### src/rtl/lsq_pkg.sv
// load/store queue types
package lsq_pkg;

  // 15 live entries, id 15 never handed out
  localparam int LSQ_DEPTH = 15;

  // queue entry index, 0 to LSQ_DEPTH-1
  typedef logic [3:0] lsq_id_t;

  // number of live entries, 0 to LSQ_DEPTH
  typedef logic [3:0] lsq_cnt_t;

  // destination register tag returned to the core
  typedef logic [3:0] wb_tag_t;

endpackage
### src/rtl/lsq_alloc.sv
// queue allocation and request steering
`timescale 1ns/1ns

module lsq_alloc (
  input  logic             clk,
  input  logic             rst,
  input  logic             i_req,       // one-cycle strobe from core
  input  logic             i_rw,        // 1 = store
  input  logic             i_fwd_hit,   // load found in forwarding table
  input  logic             i_retire_en, // head left the queue this cycle
  output logic             o_alloc_en,
  output lsq_pkg::lsq_id_t o_alloc_id,
  output logic             o_mem_valid,
  output logic             o_full
);
  import lsq_pkg::*;

  lsq_id_t  tail_ptr; // next entry to hand out
  lsq_cnt_t occ_cnt;  // live entries

  // a request seen while full is simply dropped
  assign o_alloc_en = i_req & ~o_full;
  assign o_alloc_id = tail_ptr;

  // stores always write memory, loads only when not forwarded
  assign o_mem_valid = o_alloc_en & (i_rw | ~i_fwd_hit);

  assign o_full = (occ_cnt == lsq_cnt_t'(LSQ_DEPTH)); // level, from the count

  always_ff @(posedge clk) begin
    if (rst) begin
      tail_ptr <= '0;
      occ_cnt  <= '0;
    end else begin
      // tail wraps after the last entry
      if (o_alloc_en) begin
        if (tail_ptr == lsq_id_t'(LSQ_DEPTH - 1)) begin
          tail_ptr <= '0;
        end else begin
          tail_ptr <= tail_ptr + 1'b1;
        end
      end

      // alloc and retire together leave the count alone
      case ({o_alloc_en, i_retire_en})
        2'b10:   occ_cnt <= occ_cnt + 1'b1;
        2'b01:   occ_cnt <= occ_cnt - 1'b1;
        default: occ_cnt <= occ_cnt;
      endcase
    end
  end

endmodule

### config.mk
export PLATFORM = sky130hd
export DESIGN_NAME = lsq_alloc
export DESIGN_NICKNAME = d
export VERILOG_FILES = /design/src/rtl/lsq_pkg.sv /design/src/rtl/lsq_alloc.sv
export SDC_FILE = /design/constraint.sdc
export NUM_CORES = 1
export LEC_CHECK = 0
export ABC_AREA = 1
export BUFFER_PORTS_ARGS = -buffer_cell sky130_fd_sc_hd__buf_2
export CAP_MARGIN = 10
export CELL_PAD_IN_SITES_DETAIL_PLACEMENT = 1
export CELL_PAD_IN_SITES_GLOBAL_PLACEMENT = 1
export CORE_MARGIN = 2
export CORE_UTILIZATION = 34
export DETAILED_ROUTE_END_ITERATION = 10
export PLACE_DENSITY = 0.81
export SLEW_MARGIN = 20
export SYNTH_ARGS = -nofsm -noshare
export SYNTH_HDL_FRONTEND = slang
export SYNTH_SLANG_ARGS = --single-unit
### constraint.sdc
create_clock -name clk -period 2 [get_ports clk]
set_input_delay 0.1 -clock clk [delete_from_list [all_inputs] [get_ports clk]]
set_output_delay 0.1 -clock clk [all_outputs]
set_load 0.05 [all_outputs]
-- Word-level counts from Yosys, hierarchy flattened
Cells that the tools add are included.
- bitwise operators: 5
- equality and inequality tests: 4
- add/sub/neg operators: 3
- mux-type cells: 2
- reduce and logical (&&, ||, !) cells: 1
- operators by type and width (cell ; count):
    $add A4 B1 Y4 const B ; 2
    $eq A4 B4 Y1 const B ; 2
    $pmux W4 S2 ; 1
    $mux W4 ; 1
    $sub A4 B1 Y4 const B ; 1
    $and A1 B1 Y1 ; 2
    $eq A2 B1 Y1 const B ; 1
    $eq A2 B2 Y1 const B ; 1
    $not A1 Y1 ; 2
    $reduce_bool A2 Y1 ; 1
    $or A1 B1 Y1 ; 1
- register bits after elaboration: 8
- word-level logic and storage cells: 17

-- Logic depth before layout (Yosys ltp)
- word-level depth: 5
- mapped depth: 11

-- Least setup slack after synthesis
OpenSTA, ideal clock, no wires.
- path kind: reg2reg
- from: register occ_cnt[0]
- to: register occ_cnt[2]
- path buffers: 0
- data arrival time: 1604 ps
- required time: 1885 ps
- path slack: 280 ps
- cell stages (with the launch flop): 9
- path through: dfxtp_1 nand2_2 o21ai_4 ha_1 inv_1 fa_1 xnor2_1 o21ai_0 inv_1
- word-level cells in the longest chain between the ends: 5
- elaborated cells on any way between the ends: 9
- classes of those cells: add/sub (2); eq/ne (3); mux (1); bitwise (2); reduce/logical (1)
- RTL lines (what ; line ; RTL):
    start, declared ; lsq_alloc.sv:19 ; lsq_cnt_t occ_cnt;
    start signal, assigned ; lsq_alloc.sv:46 ; 2'b10: occ_cnt <= occ_cnt + 1'b1;
    start signal, assigned ; lsq_alloc.sv:47 ; 2'b01: occ_cnt <= occ_cnt - 1'b1;
    start signal, assigned ; lsq_alloc.sv:48 ; default: occ_cnt <= occ_cnt;
    $eq A4 B4 Y1 ; lsq_alloc.sv:28 ; assign o_full = (occ_cnt == lsq_cnt_t'(LSQ_DEPTH));
    $not A1 Y1 ; lsq_alloc.sv:22 ; assign o_alloc_en = i_req & ~o_full;
    $and A1 B1 Y1 ; lsq_alloc.sv:22 ;
    $eq A2 B1 Y1 or $eq A2 B2 Y1 (tied branches) ; lsq_alloc.sv:45 ; case ({o_alloc_en, i_retire_en})
    $pmux W4 S2 or $reduce_bool A2 Y1 (tied branches) ; n/a ;
Several ways; a longest one is shown, not always the timed one.
A chain may end at the register's enable or synchronous reset.

-- Worst setup path in the final report
Same ends and word-level chain as after synthesis.

==> reports/metrics.yaml <==
status: "finished clean"
synth_cells: 76
crit_path_end: "occ_cnt[2]"
port_buffers: 12
drt-total-wl_microns: 1260
grt_remaining_overflow: 0
syn_area_per_cell_sq_um: 6.83
startpoint: "occ_cnt[0]"
cp.depth: 8
fin_area_sq_um: 636
worst_ir_drop_vdd_mv: 0.303
static-leakage-power_uw: 0.000322
cts.htree.levels: 1
crit_arrival_ns: 1.98
slew_headroom: 0.828
vias: 542
hpwlAfterDp_microns: 1070
synth_common_cells: "nand2_1, inv_1, nand3_1"
clock_latency_ns: 0.26
area_growth_syn_to_layout_pct: 22.4
num_antenna_cells: 0
crit_chain: "nand2_2 -> o21ai_4 -> ha_2 -> inv_1 -> fa_1 -> xnor2_1 -> o21ai_0 -> inv_1"
drv_slew: 0
rows: 14
path_delay_family: "adder cells"
hold_violations: 0
r2r_setup_slack_ns: 0.17
maxCapViolations: 0
r2r_end: "occ_cnt[2]"
drtPass1Iterations: 1
rsz0062_at_grt: "no"
grtUsageMet3: 0.0383
clockBufferDepth: 2
max_freq_ghz: 0.547
worst_slew_pin_slew_ns: 0.258
yosysMostFrequentCell: "nand2_1"
syn_area_sq_um: 519
crit_required_ns: 2.15
yosys_warnings: 0
met1_usage: 0.168
post_cts.repair.setup_buffers: 0
grt_pass1_vias: 532
min_period_ns: 1.83
finalSetupViolCount: 0
io_pins: 13
dp_slack_ns: 0.0577
synth_seq_area_share: 0.308
gr-usage-met2: 0.301
die_h_microns: 43.1
placed_area_sq_um: 607
drt_iter0_markers: 0
synthFlopType: "dfxtp_1"
fin_hold_ws_ns: 0.0893
root_buffer: "clkbuf_4"
netlist.area_leader.share: 0.308
die_w_microns: 43.1
clock_skew_ns: 0.00612
die_area_sq_um: 1860
gp_congestion: 0.797
synth_largest_area_cell: "dfxtp_1"
drive_above_1_share: 0.250
path_max_fanout: 5
nets: 104
cp_num_buf_inv: 2
synth_edf_count: 0
start_util: 0.353
crit_slowest_cell: "dfxtp_2"
fp.coreArea_sq_um: 1470
grt_pass1_wl_microns: 2230
wl_per_cell_microns: 11.6
cts_tree: "built"
cp-start-kind: "flip-flop"
grt_usage: 0.170
antenna_found_initial: 0
busiest_layer: "met2"
synth_cell_types: 13
ant_nets: 0
async_reset_ff_frac: 0
final.period_utilization: 0.915
synth.area.top_cells: "dfxtp_1, nand2_1, inv_1, nand3_1, a21oi_1"
power_density_nw_per_um2: 688
synth.net_count: 86
worstHoldPathType: "in2reg"
critPathKind: "reg2reg"
r2r_cells: 8
grt_max_degree: 9
via_per_inst: 5.02
drc_errors: 0
fin_setup_tns_ns: 0
ys_seq_elements: 8
setup_ws_ns: 0.170
cts_sinks: 8
r2r-start: "occ_cnt[0]"
fin_util: 0.432
crit_path_end_kind: "flip-flop"
clkSlewWorstSetupHoldPaths_ns: 0.06
critPathMostFrequentCell: "inv_1"
cts_buffers: 3
cp_slowest_stage_delay_ns: 0.38
-- sequential cells by signal, summed over array words and instances, names as in the netlist --
| name | cells |
|---|---|
| occ_cnt | 4 |
| o_alloc_id | 4 |
-- worst reg2reg max path, cell delays in order, from the launching register on --
cell	delay [ns]
dfxtp_2	0.38
nand2_2	0.11
o21ai_4	0.21
ha_2	0.24
inv_1	0.07
fa_1	0.37
xnor2_1	0.13
o21ai_0	0.14
inv_1	0.06
-- per-stage QoR --
stage | total power, uW | cells
3_5_place_dp | 312 | 105
4_1_cts | 444 | 108
6_report | 437 | 108
5_1_grt | 475 | 108
3_3_place_gp | 308 | 105
2_1_floorplan | 275 | 76
-- cells in the final DEF, fill, tap and decap left out --
cell type | synthesis | layout
nand2_1 | 18 | 17
inv_1 | 16 | 16
buf_2 | 0 | 12
nand3_1 | 9 | 9
a21oi_1 | 8 | 8
dfxtp_1 | 8 | 7
nor2_1 | 4 | 4
o21ai_0 | 4 | 4
clkbuf_4 | 0 | 3
nand2_2 | 1 | 2
nor2_4 | 2 | 2
ha_1 | 3 | 2
o21ai_4 | 1 | 1
xnor2_1 | 1 | 1
fa_1 | 1 | 1
ha_2 | 0 | 1
dfxtp_2 | 0 | 1
buf_4 | 0 | 1
-- timing repair --
item / 4_1_cts / 5_1_grt
gates resized for setup: 0 / 3
endpoints found under the setup margin: 0 / 2
hold buffers: 0 / 0
-- cell families after synthesis --
kind of cell,count (synthesis),share of synthesized area
AO/OA/AOI/OAI,13,0.147
XOR/XNOR,1,0.0169
adder cells (fa/ha/maj),4,0.111
buffers and inverters,16,0.116
flip-flops,8,0.308
AND/OR/NAND/NOR,34,0.301
-- routing by layer --
metal | part of all wire | wire length, microns | vias to the layer above
met1 | 0.39 | 488 | 254
met2 | 0.54 | 682 | 11
li1 | - | - | 272
met3 | 0.037 | 47 | 5
met4 | 0.031 | 39 | 0
met5 | 0 | 0 | -
-- power breakdown --
group / internal [uW] / switching [uW] / leakage, uW
sequential: 174 / 15.3 / 0.0000661
clock: 69.0 / 59.5 / 0.0000138
combinational: 43.6 / 75.9 / 0.000242
total: 287 / 151 / 0.000322
-- worst min path at each step --
stage | from | end | slack, ns | cells after the start
6_report | rst | o_alloc_id[2] | 0.09 | 2
3_3_place_gp | rst | o_alloc_id[1] | 0.36 | 2
4_1_cts | rst | o_alloc_id[2] | 0.08 | 2
5_1_grt | rst | o_alloc_id[2] | 0.08 | 2
2_1_floorplan | rst | o_alloc_id[0] | 0.17 | 1
3_5_place_dp | rst | o_alloc_id[2] | 0.36 | 2
-- layout make-up --
type                    count  area [sq um]
fillers                   213           836
multi-input cells          52           304
flip-flops and latches      8           161
repair buffers             13          67.6
inverters                  16          60.1
clock buffers               3          22.5
well taps                  16          20.0
Power figures use the tool's default switching activity.
