--- src/rtl/mem_pkg.sv ---
// data memory types
package mem_pkg;

  typedef logic [31:0] addr_t; // byte address from the core
  typedef logic [31:0] data_t; // one memory word

  // words in the data memory model
  localparam int MEM_WORDS = 256;

  // word index, address bits 9:2
  typedef logic [7:0] word_idx_t;

endpackage

--- src/rtl/lsq_pkg.sv ---
// load/store queue types
package lsq_pkg;

  // 15 live entries, id 15 never handed out
  localparam int LSQ_DEPTH = 15;

  // queue entry index, 0 to LSQ_DEPTH-1
  typedef logic [3:0] lsq_id_t;

  // number of live entries, 0 to LSQ_DEPTH
  typedef logic [3:0] lsq_cnt_t;

  // destination register tag returned to the core
  typedef logic [3:0] wb_tag_t;

endpackage
--- src/rtl/lsq_retire.sv ---
// queue entries and in-order retire
`timescale 1ns/1ns

module lsq_retire (
  input  logic             clk,
  input  logic             rst,
  input  logic             i_alloc_en,
  input  lsq_pkg::lsq_id_t i_alloc_id,
  input  logic             i_rw,          // 1 = store
  input  lsq_pkg::wb_tag_t i_wb_tag,
  input  logic             i_fwd_hit,     // load served by forwarding table
  input  mem_pkg::data_t   i_fwd_data,
  input  logic             i_rsp_valid,   // memory response strobe
  input  lsq_pkg::lsq_id_t i_rsp_id,
  input  mem_pkg::data_t   i_rsp_data,
  output logic             o_retire_en,   // one-cycle retire pulse
  output mem_pkg::data_t   o_resp_data,
  output lsq_pkg::wb_tag_t o_resp_wb_tag,
  output logic             o_resp_rw,
  output logic             o_resp_fwd
);
  import lsq_pkg::*;
  import mem_pkg::*;

  logic    ent_vld  [LSQ_DEPTH]; // entry holds a request
  logic    ent_rdy  [LSQ_DEPTH]; // data present, may retire
  data_t   ent_data [LSQ_DEPTH];
  wb_tag_t ent_tag  [LSQ_DEPTH];
  logic    ent_rw   [LSQ_DEPTH];
  logic    ent_fwd  [LSQ_DEPTH];
  lsq_id_t head_ptr;             // oldest entry

  // head leaves as soon as it is valid and ready
  assign o_retire_en   = ent_vld[head_ptr] & ent_rdy[head_ptr];
  assign o_resp_data   = ent_data[head_ptr];
  assign o_resp_wb_tag = ent_tag[head_ptr];
  assign o_resp_rw     = ent_rw[head_ptr];
  assign o_resp_fwd    = ent_fwd[head_ptr];

  always_ff @(posedge clk) begin
    if (rst) begin
      for (int i = 0; i < LSQ_DEPTH; i++) begin
        ent_vld[i] <= 1'b0;
        ent_rdy[i] <= 1'b0;
      end
      head_ptr <= '0;
    end else begin
      if (i_alloc_en) begin
        ent_vld[i_alloc_id] <= 1'b1;
        ent_rdy[i_alloc_id] <= i_fwd_hit; // forwarded load is done now
      end
      if (i_rsp_valid) begin
        ent_rdy[i_rsp_id] <= 1'b1;
      end
      // retire clears the head and moves on, never the tail entry
      if (o_retire_en) begin
        ent_vld[head_ptr] <= 1'b0;
        ent_rdy[head_ptr] <= 1'b0;
        if (head_ptr == lsq_id_t'(LSQ_DEPTH - 1)) begin
          head_ptr <= '0;
        end else begin
          head_ptr <= head_ptr + 1'b1;
        end
      end
    end
  end

  // entry payload, data later replaced by the memory response
  always_ff @(posedge clk) begin
    if (i_alloc_en) begin
      ent_data[i_alloc_id] <= i_fwd_data;
      ent_tag[i_alloc_id]  <= i_wb_tag;
      ent_rw[i_alloc_id]   <= i_rw;
      ent_fwd[i_alloc_id]  <= i_fwd_hit;
    end
    if (i_rsp_valid) begin
      ent_data[i_rsp_id] <= i_rsp_data;
    end
  end

endmodule

--- config.mk ---
export PLATFORM = sky130hd
export DESIGN_NAME = lsq_retire
export DESIGN_NICKNAME = d
export VERILOG_FILES = /design/src/rtl/mem_pkg.sv /design/src/rtl/lsq_pkg.sv /design/src/rtl/lsq_retire.sv
export SDC_FILE = /design/constraint.sdc
export NUM_CORES = 1
export LEC_CHECK = 0
export ABC_CLOCK_PERIOD_IN_PS = 8100
export BUFFER_PORTS_ARGS = -buffer_cell sky130_fd_sc_hd__buf_4
export CORE_ASPECT_RATIO = 0.9
export CORE_MARGIN = 3
export CORE_UTILIZATION = 35
export CTS_CLUSTER_SIZE = 24
export DETAILED_ROUTE_END_ITERATION = 8
export GPL_TIMING_DRIVEN = 0
export MAX_ROUTING_LAYER = met4
export SETUP_SLACK_MARGIN = 0.05
export SYNTH_ARGS = -nofsm -noshare
export SYNTH_HDL_FRONTEND = slang
export SYNTH_SLANG_ARGS = --single-unit
--- constraint.sdc ---
create_clock -name clk -period 8.1 [get_ports clk]
set_input_delay 1.62 -clock clk [delete_from_list [all_inputs] [get_ports clk]]
set_output_delay 1.62 -clock clk [all_outputs]
set_load 0.02 [all_outputs]
# ---- Word level (Yosys, flattened, before mapping)
# Memory sizes are Yosys's and may differ from the RTL's. A register that Yosys moved wholly into a read port is not among the register bits.
# Cells that the tools add are included.
dict set report totals {
  regBits 4
  ramBits 600
  input_bits 82
  out_inout_bits 39
  wordCells 56
  mem_count 6
}
dict set report classes {
  addsub 1
  eq_ne 1
  mux 41
  bitwise 1
  reduce_logical 5
}
# name words width rd rd_ports_with_merged_regs write_ports line_no
set memory_table {}
lappend memory_table {ent_data 15 32 1 1 2 lsq_retire.sv:27} ;# data_t ent_data [LSQ_DEPTH];
lappend memory_table {ent_tag 15 4 1 1 1 lsq_retire.sv:28} ;# wb_tag_t ent_tag [LSQ_DEPTH];
lappend memory_table {ent_fwd 15 1 1 1 1 lsq_retire.sv:30} ;# logic ent_fwd [LSQ_DEPTH];
lappend memory_table {ent_rdy 15 1 1 1 15 lsq_retire.sv:26} ;# logic ent_rdy [LSQ_DEPTH];
lappend memory_table {ent_rw 15 1 1 1 1 lsq_retire.sv:29} ;# logic ent_rw [LSQ_DEPTH];
lappend memory_table {ent_vld 15 1 1 1 15 lsq_retire.sv:25} ;# logic ent_vld [LSQ_DEPTH];
# op count
set ops {}
lappend ops {{$mux W4} 18}
lappend ops {{$mux W1} 23}
lappend ops {{$reduce_or A1 Y1} 5}
lappend ops {{$add A4 B1 Y4 const B} 1}
lappend ops {{$eq A4 B4 Y1 const B} 1}
lappend ops {{$and A1 B1 Y1} 1}

# ---- Depth between registers and ports, before layout
# Gate-level depths: netlist of run 1.
dict set report logic_depth {
  word_depth 6
  mapped_depth 7
  mapped_depth_nobuf 5
}

# ---- Least setup slack after synthesis of run 1
# No wires, ideal clock.
dict set report synth_path {
  path_kind {input to register}
  startpoint {input port i_alloc_id[3]}
  endpoint {memory ent_data[1][0] in the netlist's numbering, enable pin}
  setup_time_ns 0.466
  arrival_time_ns 4.534
  required_time_ns 7.634
  slack_ns 3.100
  stages 3
  path_buffers 1
  path_cell_list {or3b_2 -> buf_2 -> o21ai_0}
}
# item line_no
set synth_lines {}
lappend synth_lines {{start, declared} lsq_retire.sv:8} ;# input lsq_pkg::lsq_id_t i_alloc_id,
lappend synth_lines {{end, declared} lsq_retire.sv:27}

==> results of run 1 <==
==> cells by family (layout without fill, tap and decap cells) <==
| logic type | after synthesis | count (layout) | synth area share (%) |
|---|---|---|---|
| buf+inv | 188 | 452 | 2.81 |
| mux | 686 | 686 | 31.6 |
| flops | 610 | 610 | 60.3 |
| other cells | 0 | 11 | 0 |
| compound gates | 122 | 122 | 2.66 |
| simple gates | 149 | 149 | 2.67 |
==> Yosys cell counts, types with 4 or more instances <==
master,number
a21oi_1,8
buf_4,6
nand3b_1,10
a31oi_1,15
nand3_1,8
nand2_1,49
o21ai_0,54
buf_6,5
buf_2,56
mux2i_1,45
mux2_2,488
edfxtp_1,570
dfxtp_1,40
nand2b_1,4
nor3_1,4
nor2b_1,4
clkbuf_1,110
buf_1,10
mux4_2,152
nor2_1,39
a311oi_1,14
nand4_1,4
a21o_1,4
o22ai_1,8
==> path summary, 6_finish.rpt <==
path,endpoint,depth (start not counted),from
max,o_resp_data[1],6,flop
min,ent_vld[11],2,ent_vld[11]
max reg2reg,ent_rdy[1],7,flop
min reg2reg,ent_vld[11],2,ent_vld[11]
==> cells in the final DEF (no fill, tap or decap), drive strengths merged, types with 28 or more instances in the layout <==
cell,instances
buf,217
clkbuf,203
clkinv,28
dfxtp,40
edfxtp,570
mux2,489
mux2i,45
mux4,152
nand2,49
nor2,39
o21ai,54
==> power groups by stage <==
stage                     clock, W  combinational, W  sequential [W]
final                      0.00300          0.000481         0.00359
after global routing       0.00316          0.000514         0.00360
after CTS                  0.00304          0.000481         0.00360
after detailed placement         0          0.000478         0.00366
after global placement           0          0.000435         0.00366
after floorplan                  0          0.000276         0.00365
==> per-layer routing <==
layer	wire length, um	track usage [%]	part of all wire [%]
met1	36900	26.9	40
met2	44300	34.1	49
met3	7280	4.53	8.0
met4	2760	6.74	3.0
met5	0	-	0
==> cell type report <==
type,instances,area share (%)
diodes,11,0.0789
plain buffers,187,2.39
flip-flops and latches,610,51.4
clock buffers,93,5.57
multi-input cells,957,31.9
inverters,1,0.0108
repair buffers,140,4.10
well taps,1122,4.02
clock inverters,31,0.545
==> state kept, by name (all words and copies together) (netlist names), named ones only <==
name / count
ent_rw: 15
ent_rdy: 16
ent_tag: 60
ent_fwd: 15
ent_data: 480
head_ptr: 4
ent_vld: 16
==> critical path, cell delays in order, from the launching register on <==
cell and delay [ns]:
dfxtp_1 0.39, buf_6 0.20, buf_2 0.35, clkbuf_1 0.90, mux4_2 0.44, mux4_2 0.56, buf_4 0.20
==> metrics by stage <==
step           power (W)  hold WS, ns  instances  setup TNS (ns)
2_1_floorplan    0.00393        0.460       1755               0
3_3_place_gp     0.00410        0.492       2992         -134.40
3_5_place_dp     0.00414        0.494       3017               0
4_1_cts          0.00712        0.506       3141               0
5_1_grt          0.00728        0.527       3151               0
6_report         0.00707        0.506       3152               0
==> flow_metrics.env, run 1 <==
export IMPL_drtPass1Iterations=6
export IMPL_synth_warnings=0
export IMPL_period_share_pct=65.3
export IMPL_required_ns=6.48
export IMPL_fin_area_um2=34900
export IMPL_start_util_pct=35.6
export IMPL_die_h_um=282
export IMPL_drtIter0Drc=1797
export IMPL_synth_top_cell_by_area="edfxtp_1"
export IMPL_area_delta_synth_final_pct=17.4
export IMPL_power_frac_clock_pct=42.4
export IMPL_io_buffers=115
export IMPL_ant_nets=0
export IMPL_path_clk_slew_ns=0.06
export IMPL_cts_resized=0
export IMPL_vias_per_cell=5.61
export IMPL_synthTopCellsByArea="edfxtp_1 (58%), mux2_2 (18%), mux4_2 (12%)"
export IMPL_cts_sinks=610
export IMPL_hold_class="reg -> reg"
export IMPL_post_cts_buffers=0
export IMPL_totalWireLength_um=91200
export IMPL_fp_dieW_um=313
export IMPL_seqPwrFrac_pct=50.8
export IMPL_leakage_nw=11.1
export IMPL_drive_above_1_share_pct=48.2
export IMPL_cts_max_path_buffers=3
export IMPL_core_area_um2=83500
export IMPL_ys_seq_elements=610
export IMPL_synthArstFlopShare_pct=0
export IMPL_dpl_hpwl_um=60200
export IMPL_startpoint_type="flop"
export IMPL_wire_per_inst_um=28.9
export IMPL_cp_end_kind="output pin"
export IMPL_pre_cts_ws_ns=3.21
export IMPL_critPathArrivalTime_ns=3.67
export IMPL_grt_pass1_vias=18200
export IMPL_status="finished clean"
export IMPL_syn_num_nets=1837
export IMPL_max_slew_margin_rel_pct=8.46
export IMPL_fill_cells=7448
export IMPL_row_count=100
export IMPL_synth_edf_count=570
export IMPL_p_sw_share_pct=21.8
export IMPL_dpl_instance_area_um2=32700
export IMPL_seq_area_frac_synth_pct=60.3
export IMPL_rrSetupSlack_ns=5.63
export IMPL_drc=0
export IMPL_synth_cell_types=51
export IMPL_setup_viol=0
export IMPL_maxCapViolCount=0
export IMPL_fmax_mhz=189
export IMPL_p_comb_share_pct=6.8
export IMPL_grt_max_degree=33
export IMPL_worst_slack_ns=2.81
export IMPL_fin_util_pct=41.8
export IMPL_cts_htree_levels=3
export IMPL_ir_drop_v=0.000130
export IMPL_multi_input_area_um2=11100
export IMPL_synth_top_cell_area_share_pct=57.6
export IMPL_p_switching_w=0.00154
export IMPL_cts_tree="done"
export IMPL_cts_made_buffers=70
export IMPL_insertion_delay_ns=0.61
export IMPL_ctsHoldBuffers=0
export IMPL_finalHoldViolCount=0
export IMPL_antenna_found_initial=10
export IMPL_final_nets=2049
export IMPL_syn_inst=1755
export IMPL_crit_type="reg -> out"
export IMPL_avgSynthCellArea_um2=16.9
export IMPL_skew_ns=0.0171
export IMPL_slew_violations=0
export IMPL_worstPathMaxFanout=10
export IMPL_power_internal_w=0.00553
export IMPL_grt_overflow=0
export IMPL_worst_slew_pin_slew_ns=1.37
export IMPL_grt_pass1_wl_um=131000
export IMPL_die_area_um2=88500
export IMPL_gp_congestion=0.847
export IMPL_powerDensity_nw_per_um2=203
export IMPL_syn_area_um2=29700
export IMPL_layout_area_seq_um2=17900
export IMPL_rsz0062_at_grt="false"
export IMPL_grt_util_all_layers_pct=21.2
export IMPL_cts_root_buf="clkbuf_16"
export IMPL_num_vias=17700
export IMPL_synthFlopType="edfxtp_1"
export IMPL_ios=121
export IMPL_fin_crit_ns=5.29
Note: power is estimated with default switching activity, not from simulation.
==> inputs of run 2 (changes only) <==
- ABC_CLOCK_PERIOD_IN_PS: 8100 -> 4620
- clock period: 8.1 -> 4.62 ns (I/O delays scaled with it)
==> run 2 against run 1 <==
Against the previous run: via count rose by 0.36%; sequential share of layout area barely moved; highest routed layer unchanged; core utilization barely moved; total power rose by 75%.
==> flow_metrics.env, run 2 (synthesis results as in run 1) <==
export IMPL_skew_ns=0.0154
export IMPL_largest_reg_flops=480
export IMPL_reg_top3="ent_data: 480 flops, ent_tag: 60 flops"
export IMPL_maxCapViolCount=0
export IMPL_area_delta_synth_final_pct=17.4
export IMPL_required_ns=3.70
export IMPL_fin_crit_ns=4.45
export IMPL_worst_slew_pin_slew_ns=1.37
export IMPL_grt_overflow=0
export IMPL_row_count=100
export IMPL_top_register="ent_data"
export IMPL_max_slew_margin_rel_pct=8.49
export IMPL_total_power_w=0.0124
export IMPL_num_vias=17800
export IMPL_grt_pass1_vias=18200
export IMPL_worstPathMaxFanout=10
export IMPL_grt_pass1_wl_um=131000
export IMPL_ios=121
export IMPL_period_share_pct=96.4
export IMPL_rsz0062_at_grt="false"
export IMPL_ir_drop_v=0.000229
export IMPL_final_common_cell="edfxtp_1"
export IMPL_drive_above_1_share_pct=48.3
export IMPL_cp_end_kind="output pin"
export IMPL_cts_made_buffers=70
export IMPL_tns_ns=0
export IMPL_startpoint_type="flop"
export IMPL_leakage_nw=11.1
export IMPL_dpl_hpwl_um=60200
export IMPL_grt_max_degree=33
export IMPL_ant_nets=0
export IMPL_drtIter0Drc=1801
export IMPL_vias_per_cell=5.63
export IMPL_most_common_layout_cells="edfxtp_1 (570), mux2_2 (488), mux4_2 (152)"
export IMPL_cts_root_buf="clkbuf_16"
export IMPL_gp_congestion=0.847
export IMPL_drtPass1Iterations=7
export IMPL_totalWireLength_um=91400
export IMPL_powerDensity_nw_per_um2=356
export IMPL_cts_tree="done"
export IMPL_pre_cts_ws_ns=0.428
export IMPL_fmax_mhz=225
export IMPL_cts_htree_levels=3
export IMPL_die_h_um=282
export IMPL_hold_class="reg -> reg"
export IMPL_die_area_um2=88500
export IMPL_cts_sinks=610
export IMPL_slew_violations=0
export IMPL_cts_max_path_buffers=3
export IMPL_setup_viol=0
export IMPL_finalHoldViolCount=0
export IMPL_core_area_um2=83500
export IMPL_post_cts_buffers=0
export IMPL_start_util_pct=35.6
export IMPL_crit_type="reg -> out"
export IMPL_grt_util_all_layers_pct=21.2
export IMPL_antenna_found_initial=10
export IMPL_fp_dieW_um=313
export IMPL_io_buffers=115
export IMPL_critPathArrivalTime_ns=3.53
export IMPL_insertion_delay_ns=0.61
export IMPL_path_clk_slew_ns=0.06
export IMPL_worst_slack_ns=0.168
export IMPL_drc=0
export IMPL_status="finished clean"
export IMPL_wire_per_inst_um=29.0
export IMPL_final_nets=2049
[run 2: where the power goes]
group          switching [W]  internal [W]  leakage, nW
combinational       0.000456      0.000388         4.53
clock                0.00221       0.00305         1.05
sequential         0.0000463       0.00626         5.50
total                0.00271       0.00970         11.1
[run 2: path summary, 6_finish.rpt]
check                            startpoint         endpoint  slack, ns  cells after the start
worst max-delay path                   flop  o_resp_data[13]       0.17                      6
worst min-delay path            ent_vld[11]      ent_vld[11]       0.51                      2
worst max register to register         flop       ent_rdy[1]       2.14                      7
worst min register to register  ent_vld[11]      ent_vld[11]       0.51                      2
[run 2: cell type report]
cell class / count / area, um^2
Sequential cell: 610 / 17900
Clock inverter: 31 / 190
Tap cell: 1122 / 1400
Clock buffer: 93 / 1940
Multi-Input combinational cell: 957 / 11100
Inverter: 1 / 3.75
Buffer: 187 / 841
Timing Repair Buffer: 140 / 1430
Antenna cell: 11 / 27.5
Fill cell: 7445 / 48600
[run 2: stage by stage]
step	std cells	hold slack (ns)	area (um^2)	utilization, %
CTS	3141	0.506	34800	41.8
floorplan	1755	0.460	29700	-
global placement	2992	0.492	32000	38.3
global route	3151	0.527	34900	41.8
finish	3152	0.505	34900	41.8
detailed placement	3017	0.494	32700	39.2
[run 2: what timing repair did]
item | 4_1_cts | 5_1_grt
hold buffers | 0 | 0
setup endpoints to repair | 1 | 5
gates resized for setup | 1 | 5
[run 2: routing by layer]
| metal | global-route usage [%] | wire [um] |
|---|---|---|
| met1 | 26.9 | 36800 |
| met2 | 34.1 | 44500 |
| met3 | 4.53 | 7380 |
| met4 | 6.74 | 2650 |
| met5 | - | 0 |
[run 2: critical path, cell delays in order, from the launching register on]
cell	delay [ns]
dfxtp_1	0.39
buf_6	0.20
buf_2	0.36
clkdlybuf4s15_1	0.84
mux4_2	0.42
mux4_2	0.53
buf_4	0.19
