==> src/rtl/mem_pkg.sv <==
// data memory types
package mem_pkg;

  typedef logic [31:0] addr_t; // byte address from the core
  typedef logic [31:0] data_t; // one memory word

  // words in the data memory model
  localparam int MEM_WORDS = 256;

  // word index, address bits 9:2
  typedef logic [7:0] word_idx_t;

endpackage

==> src/rtl/store_fwd_table.sv <==
// store to load forwarding table
`timescale 1ns/1ns

module store_fwd_table #(
  parameter int FWD_DEPTH = 4
) (
  input  logic           clk,
  input  logic           rst,
  input  logic           i_req_en,  // accepted request
  input  logic           i_rw,      // 1 = store
  input  mem_pkg::addr_t i_addr,
  input  mem_pkg::data_t i_wdata,
  output logic           o_fwd_hit, // load hit, same cycle
  output mem_pkg::data_t o_fwd_data
);
  import mem_pkg::*;

  // pointer needs at least one bit even for a single entry
  localparam int PTR_W = (FWD_DEPTH > 1) ? $clog2(FWD_DEPTH) : 1;

  logic             ent_vld  [FWD_DEPTH];
  addr_t            ent_addr [FWD_DEPTH];
  data_t            ent_data [FWD_DEPTH];
  logic [PTR_W-1:0] victim_ptr; // round-robin replace slot
  logic             match;
  logic [PTR_W-1:0] match_idx;

  // an address lives in at most one slot, stores update in place
  always_comb begin
    match     = 1'b0;
    match_idx = '0;
    for (int i = 0; i < FWD_DEPTH; i++) begin
      if (ent_vld[i] && (ent_addr[i] == i_addr)) begin
        match     = 1'b1;
        match_idx = PTR_W'(i);
      end
    end
  end

  assign o_fwd_hit  = i_req_en & ~i_rw & match; // loads only
  assign o_fwd_data = ent_data[match_idx];

  always_ff @(posedge clk) begin
    if (rst) begin
      for (int i = 0; i < FWD_DEPTH; i++) begin
        ent_vld[i] <= 1'b0; // table starts empty
      end
      victim_ptr <= '0;
    end else if (i_req_en && i_rw && !match) begin
      ent_vld[victim_ptr] <= 1'b1;
      if (victim_ptr == PTR_W'(FWD_DEPTH - 1)) begin
        victim_ptr <= '0;
      end else begin
        victim_ptr <= victim_ptr + 1'b1;
      end
    end
  end

  // address and data of the newest store per slot
  always_ff @(posedge clk) begin
    if (i_req_en && i_rw) begin
      if (match) begin
        ent_data[match_idx] <= i_wdata; // same address, overwrite
      end else begin
        ent_addr[victim_ptr] <= i_addr;
        ent_data[victim_ptr] <= i_wdata;
      end
    end
  end

endmodule

==> config.mk <==
export PLATFORM = sky130hd
export DESIGN_NAME = store_fwd_table
export DESIGN_NICKNAME = d
export VERILOG_FILES = /design/src/rtl/mem_pkg.sv /design/src/rtl/store_fwd_table.sv
export SDC_FILE = /design/constraint.sdc
export NUM_CORES = 1
export LEC_CHECK = 0
export ABC_AREA = 1
export BUFFER_PORTS_ARGS = -buffer_cell sky130_fd_sc_hd__buf_2
export CAP_MARGIN = 25
export CORE_AREA = 2 2 182 184
export CTS_CLUSTER_SIZE = 30
export DETAILED_ROUTE_END_ITERATION = 10
export DIE_AREA = 0 0 184 186
export GPL_TIMING_DRIVEN = 0
export PLACE_DENSITY = 0.64
export SLEW_MARGIN = 20
export SYNTH_ARGS = -nofsm -noshare
export SYNTH_HDL_FRONTEND = slang
export SYNTH_SLANG_ARGS = --single-unit
==> constraint.sdc <==
create_clock -name clk -period 10.15 [get_ports clk]
set_input_delay 1.015 -clock clk [delete_from_list [all_inputs] [get_ports clk]]
set_output_delay 1.015 -clock clk [all_outputs]
set_load 0.01 [all_outputs]
# Yosys cells after proc, flatten, opt, wreduce, memory -nomap -nowiden

Memories as Yosys holds them, arrays and structs flattened.
Index checks and enable logic that the tools add are counted.

Add/sub/neg operators: 1
Equal/unequal tests: 5
Multiplexer cells: 25
Bitwise operators: 3
Reduce and logical (&&, ||, !) cells: 9

Operator list:

| operator                                    | count |
|---|---|
| equality test 32 bit                        | 4 |
| 2-to-1 mux 32 bit                           | 1 |
| OR reduction 32 bit                         | 1 |
| 2-to-1 mux 1 bit                            | 19 |
| 2-to-1 mux 2 bit                            | 5 |
| logical AND 1 bit                           | 6 |
| adder 2 x 1 -> 2 bit, second input constant | 1 |
| AND 1 bit                                   | 2 |
| equality test 2 bit, second input constant  | 1 |
| zero test 1 bit                             | 1 |
| inverter 1 bit                              | 1 |
| OR reduction 1 bit                          | 1 |

Flip-flop bits (word level): 2
Bits in writable memories: 260
Input port bits: 68
Output and inout port bits: 33
Word-level logic and storage cells: 47
Memories kept: 3

Memories:

| name     | words | width | read ports | clocked after Yosys merged registers in | write ports | line                  | source |
|---|---|---|---|---|---|---|---|
| ent_addr | 4     | 32    | 4          | 0                                       | 1           | store_fwd_table.sv:22 | `addr_t ent_addr [FWD_DEPTH];` |
| ent_data | 4     | 32    | 1          | 0                                       | 1           | store_fwd_table.sv:23 | `data_t ent_data [FWD_DEPTH];` |
| ent_vld  | 4     | 1     | 4          | 0                                       | 4           | store_fwd_table.sv:21 | `logic ent_vld [FWD_DEPTH];` |

# Logic depth before layout (Yosys ltp)

Gate-level depths: netlist of the first run.
An unclocked memory read counts as a cell.

Depth after elaboration: 14
Gate-level depth with buffers: 16
Mapped depth without buffers: 15

# Least setup slack after synthesis of the first run

Ideal clock, no wire load.

Path type: input-to-reg
Start point: input i_addr[30]
End point: memory ent_data[3][0] in the netlist's numbering (enable)
Library setup time: 0.421 ns
Arrival: 3.572 ns
Data required time: 9.729 ns
Path slack: 6.157 ns
Stages on the path: 16
Path buffers: 2
Cell sequence: buf_2 > inv_1 > nand2_1 > nand2_1 > nand2_1 > nor2_1 > nand2_1 > nor2_1 > nand3_2 > nand2b_4 > nand2_2 > buf_6 > inv_2 > nand2_1 > nand2_1 > nor2_1

Cells in the longest elaborated chain, start to end: 11
Elaborated cells between the ends (all ways): 24
Classes of those cells: eq/ne: 4; mux: 15; reduce/logical: 5

RTL lines:

| element                                                                      | line                  | source |
|---|---|---|
| start: declaration                                                           | store_fwd_table.sv:11 | `input mem_pkg::addr_t i_addr,` |
| equality test 32 bit                                                         | store_fwd_table.sv:33 | `if (ent_vld[i] && (ent_addr[i] == i_addr)) begin` |
| logical AND 1 bit                                                            | store_fwd_table.sv:33 |  |
| 2-to-1 mux 1 bit (4 in series)                                               | store_fwd_table.sv:33 |  |
| 2-to-1 mux 1 bit                                                             | store_fwd_table.sv:62 | `if (match) begin` |
| 2-to-1 mux 1 bit                                                             | store_fwd_table.sv:61 | `if (i_req_en && i_rw) begin` |
| 2-to-1 mux 1 bit (not written as such)                                       | store_fwd_table.sv:66 | `ent_data[victim_ptr] <= i_wdata;` |
| OR reduction 32 bit (no source line)                                         | n/a                   |  |
| 2-to-1 mux 2 bit (no source line) / 2-to-1 mux 1 bit (equally long branches) | n/a                   |  |
| end: declaration                                                             | store_fwd_table.sv:23 |  |

Parallel ways exist; a longest one is shown, timed or not.

# Worst setup path after layout of the first run

Start point: input i_addr[12]
End point: output o_fwd_hit

Cells in the longest elaborated chain, start to end: 7
Elaborated cells between the ends (all ways): 13
Classes of those cells: eq/ne: 4; mux: 4; bitwise: 1; reduce/logical: 4

RTL lines:

| element                        | line                  | source |
|---|---|---|
| equality test 32 bit           | store_fwd_table.sv:33 |  |
| logical AND 1 bit              | store_fwd_table.sv:33 |  |
| 2-to-1 mux 1 bit (3 in series) | store_fwd_table.sv:33 |  |
| 2-to-1 mux 1 bit *             | store_fwd_table.sv:33 |  |
| AND 1 bit *                    | store_fwd_table.sv:40 | `assign o_fwd_hit = i_req_en & ~i_rw & match;` |
| end: declaration               | store_fwd_table.sv:13 | `output logic o_fwd_hit,` |

Mark *: on every way between the ends. The rest lies on a longest branch, timed or not.

==> metrics.txt, run 1 <==
Hold Fails Final Rpt=0; largest net degree at the start of global routing=21; Worst Hold Class=flip-flop to flip-flop; Die W=184 µm; worst hold slack=0.565 ns; initial antenna violation count=5; RSZ-0062 raised after global routing=no; post-synth net total=1345; Final Total Pwr=2.45 mW; Top cell by count, worst path=buf_2; via/cell ratio=5.05; Final Max Tran Viols=0; critical path launch point type=input pin; clock network power share=43.7%; final setup margin=5.65 ns; Comb pwr share=6.7%; cts bufs inserted=30; DP Area=0.0140 mm²; First-pass DRT Iterations=7; final core area utilization=46.4%; cell chosen for the clock root=clkbuf_16; Setup CP Type=input pin to output port; post-cts sizing count=0; CTS H-tree depth=1; crit share post-route=44.3%; outcome=finished clean; most used cells in the layout excluding fill and tap cells=nand2_1, edfxtp_1, inv_1, buf_2, nand3_1; Int Pwr=1.89 mW; Max Buffers Root-to-Sink=3; Worst EP arrival=3.48 ns; layout overhead on the synthesized area=17.9%; cell count after synthesis=1273; # hold bufs at CTS=0; buffers and inverters on the worst path=3; row cnt=66; Placed Cells incl. Taps=1789; TritonCTS clock tree=built; Setup violations, final=0; DRC errors left=0; post-layout min period=4.50 ns; final instance area=0.0150 mm²; setup tns final=0 ns; Synth Warn #=0; Critical-path top delay cell=nor3_1; Total Routing Usage GR=21.3%; nets@finish=1485; starting density of the core=39.4%; initial DRC count=882; crit end category=output port; Die ar.=0.0342 mm²; max_cap viols=0; Final Wtd Congestion=1.01; VDD IR-drop max=0.136 mV; power per cell area=164 mW/mm²; Synth Area per Inst=9.97 µm²; #FFs+latches synth=262; clk sinks=262; Slew headroom=53.4%; DR WL/cell=19.4 µm; skew final=0.0324 ns; first-pass GRT wire length=53.6 mm; Crit Path Max Fanout=5; Least-Margin Pin Slew=0.694 ns; DRT Wirelength=35.8 mm; Leak=6.25 nW; Synth Cell Area=0.0127 mm²; Top Family by Delay on Critical Path=simple AND/OR/NAND/NOR gates; Clk Latency, worst-skew pair=0.59 ns; Boundary Pins=101; die height=186 µm; crit path cell chain=buf_2 > buf_2 > xnor2_1 > nand3_1 > nor3_1 > nand4_1 > o22ai_1 > nor2_1 > nor2_1 > buf_2; non-filler cells, final=1847; Placement Setup Slack=5.66 ns; sequential share of power=49.7%; GR Overflow Total=0; I/O Buffers=100; Critical Path RT=9.14 ns; Worst-path clk slew=0.06 ns; Psw=0.559 mW; Core Footprint=0.0322 mm²; hpwl dp=26.0 mm; sequential area share after synthesis=61.9%; Net Sw Frac=22.8%; most common cell after layout, fill and taps aside=nand2_1; via count=9336; Max Clock Freq=222 MHz; post-CTS setup buffers=0; delay of the slowest critical-path stage=0.57 ns; Final ANT Viol Nets=0; vias in the first global route=9036; share of post-route cells with drive strength above 1=15.7%; Synth cell types=39
==> power groups by stage <==
stage | Combinational (mW) | Clock, mW | Sequential [mW]
floorplan | 0.0815 | 0 | 1.24
global placement | 0.153 | 0 | 1.24
detailed placement | 0.161 | 0 | 1.24
CTS | 0.162 | 1.09 | 1.22
global route | 0.179 | 1.13 | 1.22
finish | 0.163 | 1.07 | 1.22
==> synth_stat cells (all sizes together) <==
master / instances / area share, %
a21boi: 3 / 0.18
a21oi: 5 / 0.20
and2: 1 / 0.049
and3: 1 / 0.049
buf: 33 / 2.0
clkbuf: 4 / 0.13
clkinv: 3 / 0.089
dfxtp: 2 / 0.32
edfxtp: 260 / 62
ha: 4 / 0.39
inv: 202 / 6.0
nand2: 360 / 11
nand2b: 1 / 0.11
nand3: 103 / 4.2
nand3b: 67 / 4.0
nand4: 32 / 1.6
nor2: 93 / 2.8
nor3: 10 / 0.39
nor3b: 3 / 0.18
nor4: 5 / 0.25
nor4b: 1 / 0.069
o2111ai: 1 / 0.069
o211ai: 1 / 0.059
o21ai: 19 / 0.75
o221ai: 2 / 0.14
o22ai: 6 / 0.30
or2: 6 / 0.30
xnor2: 38 / 2.6
xor2: 7 / 0.48
==> layout make-up <==
cell class | instances | area [µm²]
clock inverters | 12 | 135
plain buffers | 37 | 265
repair buffers | 108 | 706
inverters | 205 | 769
well taps | 408 | 510
diodes | 3 | 7.51
flip-flops and latches | 262 | 7850
clock buffers | 43 | 850
multi-input cells | 769 | 3860
fillers | 3024 | 17300
==> cells by family (layout without fill, tap and decap cells) <==
| kind of cell | count (synthesis) | count (layout) | share of synthesized area, % |
|---|---|---|---|
| adder cells (fa/ha/maj) | 4 | 4 | 0.395 |
| buffers and inverters | 242 | 405 | 8.16 |
| XOR/XNOR | 45 | 45 | 3.11 |
| AND/OR/NAND/NOR | 683 | 683 | 24.8 |
| other | 0 | 3 | 0 |
| AO/OA/AOI/OAI | 37 | 37 | 1.69 |
| flip-flops | 262 | 262 | 61.9 |
==> tightest hold or removal path: cells and delay by family, from the launching register on <==
family	cells	cell delay [ns]
DFF	1	0.37
AOI/OAI and AO/OA	1	0.06
and+or+nand+nor	1	0.09
==> path summary, 6_finish.rpt <==
check / start / endpoint / slack (ns) / depth (start not counted)
hold / removal: victim_ptr[1] / victim_ptr[1] / 0.57 / 2
hold reg to reg: victim_ptr[1] / victim_ptr[1] / 0.57 / 2
setup / recovery: i_addr[12] / o_fwd_hit / 5.65 / 10
setup reg to reg: ent_addr[3][1] / ent_data[0][9] / 6.98 / 12
==> flip-flops by register name, summed over array words and instances, names as in the netlist <==
name / count
ent_addr: 128
ent_data: 128
ent_vld: 4
victim_ptr: 2
==> routing by layer <==
layer,wire length (µm),share of wire (%),vias to the layer above,track usage [%]
li1,-,-,4484,-
met1,15600,44,4414,29.0
met2,16100,45,358,33.5
met3,2740,7.7,78,4.17
met4,1390,3.9,2,8.48
met5,11,0.031,-,0
(Power assumes the default switching activity.)
==> run 2, diff against run 1 <==
--- a/config.mk
+++ b/config.mk
@@ -13,7 +13,7 @@
 export DETAILED_ROUTE_END_ITERATION = 10
 export DIE_AREA = 0 0 184 186
 export GPL_TIMING_DRIVEN = 0
-export PLACE_DENSITY = 0.64
+export PLACE_DENSITY = 0.66
 export SLEW_MARGIN = 20
 export SYNTH_ARGS = -nofsm -noshare
 export SYNTH_HDL_FRONTEND = slang
==> constraint.sdc (replaced) <==
create_clock -name clk -period 4.1 [get_ports clk]
set_input_delay 0.41 -clock clk [delete_from_list [all_inputs] [get_ports clk]]
set_output_delay 0.41 -clock clk [all_outputs]
set_load 0.01 [all_outputs]
==> run 2 against run 1 <==
Design area up 0.41%. First-iteration DRC count down 2.7%. Combinational power up 150%. Worst setup slack worse by 5.1 ns. Die area unchanged. Non-clock buffer count unchanged. Flip-flop and latch count unchanged. Global-route usage down 0.80 points. Sequential share of layout area down 0.21 points. Wire length down 2.8%. Hold slack worse by 0.50 ns. Critical path type is now flip-flop to output port. Largest power group unchanged.
==> metrics.txt, run 2 (synthesis results as in run 1) <==
outcome=finished clean; Final Max Tran Viols=0; Int Pwr=4.88 mW; # hold bufs at CTS=0; Die ar.=0.0342 mm²; clock network power share=45.2%; Psw=1.35 mW; max_cap viols=0; critical path launch point type=flip-flop; Largest regs=ent_addr x128, ent_data x128, ent_vld x4; post-CTS setup buffers=0; via/cell ratio=5.01; setup tns final=0 ns; Die W=184 µm; Placed Cells incl. Taps=1789; Final ANT Viol Nets=0; starting density of the core=39.4%; Hold Fails Final Rpt=0; met1 WL=14.9 mm; DRT Wirelength=34.8 mm; post-layout min period=3.50 ns; most used cells in the layout excluding fill and tap cells=nand2_1, edfxtp_1, inv_1, buf_2, nand3_1; uppermost routed layer=met5; crit end category=output port; Worst-path clk slew=0.06 ns; TritonCTS clock tree=built; Boundary Pins=101; via count=9253; power per cell area=415 mW/mm²; hpwl dp=25.6 mm; RSZ-0062 raised after global routing=no; First-pass DRT Iterations=5; Slew headroom=56.5%; DR WL/cell=18.8 µm; clk sinks=262; Worst EP arrival=3.09 ns; CTS H-tree depth=1; share of post-route cells with drive strength above 1=15.7%; Placement Setup Slack=0.572 ns; final setup margin=0.596 ns; largest net degree at the start of global routing=21; nets@finish=1485; cell chosen for the clock root=clkbuf_16; delay of the slowest critical-path stage=0.44 ns; Critical-path top delay cell=clkbuf_1; # fillers=3020; most common cell after layout, fill and taps aside=nand2_1; Crit Path Max Fanout=10; die height=186 µm; vias in the first global route=8782; Setup violations, final=0; Least-Margin Pin Slew=0.652 ns; Worst Hold Class=input pin to flip-flop; Core Footprint=0.0322 mm²; Max Clock Freq=285 MHz; layout overhead on the synthesized area=18.4%; crit share post-route=85.5%; GR Overflow Total=0; met3 wire length=2.91 mm; Leak=6.27 nW; I/O Buffers=100; first-pass GRT wire length=51.9 mm; Critical Path RT=3.69 ns; Comb pwr share=6.4%; initial DRC count=858; DRC errors left=0; cts bufs inserted=30; Max Buffers Root-to-Sink=3; Setup CP Type=flip-flop to output port; initial antenna violation count=3; Final Wtd Congestion=0.988; post-cts sizing count=0; sequential share of power=48.4%; worst hold slack=0.0700 ns; crit path cell chain=nand2_1 > o21ai_0 > nor2_1 > nand3_1 > nor2_1 > nand3_2 > nand2_2 > clkbuf_1 > nand3_1 > nand2_1 > buf_2; final core area utilization=46.6%; non-filler cells, final=1846; Clk Latency, worst-skew pair=0.56 ns; Net Sw Frac=21.7%; Total Routing Usage GR=20.5%; skew final=0.0180 ns; row cnt=66; VDD IR-drop max=0.302 mV; met2 wire len=15.9 mm
## run 2: final timing paths
path	slack [ns]	startpoint	cells past startpoint	end
setup / recovery	0.60	ent_addr[3][1]	11	o_fwd_data[25]
hold / removal	0.07	rst	2	victim_ptr[1]
setup reg to reg	0.85	ent_addr[3][1]	12	ent_data[2][5]
hold reg to reg	0.55	victim_ptr[1]	2	victim_ptr[1]
## run 2: critical path, delay by kind of cell, from the launching register on
family | cells | cell delay, ns
AO/OA/AOI/OAI | 1 | 0.10
buffers and inverters | 2 | 0.58
flip-flops | 1 | 0.39
AND/OR/NAND/NOR | 8 | 1.44
## run 2: area by class of cell
class | instances | area (µm²) | area share (%)
buffer | 37 | 265 | 1.77
tap | 408 | 510 | 3.40
clock buffer | 36 | 795 | 5.29
sequential | 262 | 7850 | 52.3
clock inverter | 19 | 254 | 1.69
antenna | 2 | 5.00 | 0.0333
multi-input combinational | 769 | 3860 | 25.7
timing repair buffer | 108 | 706 | 4.70
inverter | 205 | 769 | 5.12
## run 2: through the flow
step	power, mW	cell area, µm²
6_report	6.23	15000
5_1_grt	6.44	15000
4_1_cts	6.28	15000
3_5_place_dp	3.47	14000
3_3_place_gp	3.45	13700
2_1_floorplan	3.27	12700
## run 2: power by group through the flow
stage / combinational [mW] / clock, mW / sequential (mW)
after global routing: 0.438 / 2.98 / 3.02
after CTS: 0.397 / 2.86 / 3.02
final: 0.401 / 2.81 / 3.02
after detailed placement: 0.395 / 0 / 3.07
after global placement: 0.375 / 0 / 3.07
after floorplan: 0.202 / 0 / 3.07
## run 2: layer usage
metal	track usage, %	vias up
li1	-	4488
met1	27.7	4372
met2	32.8	339
met3	4.48	52
met4	6.56	2
met5	0	-
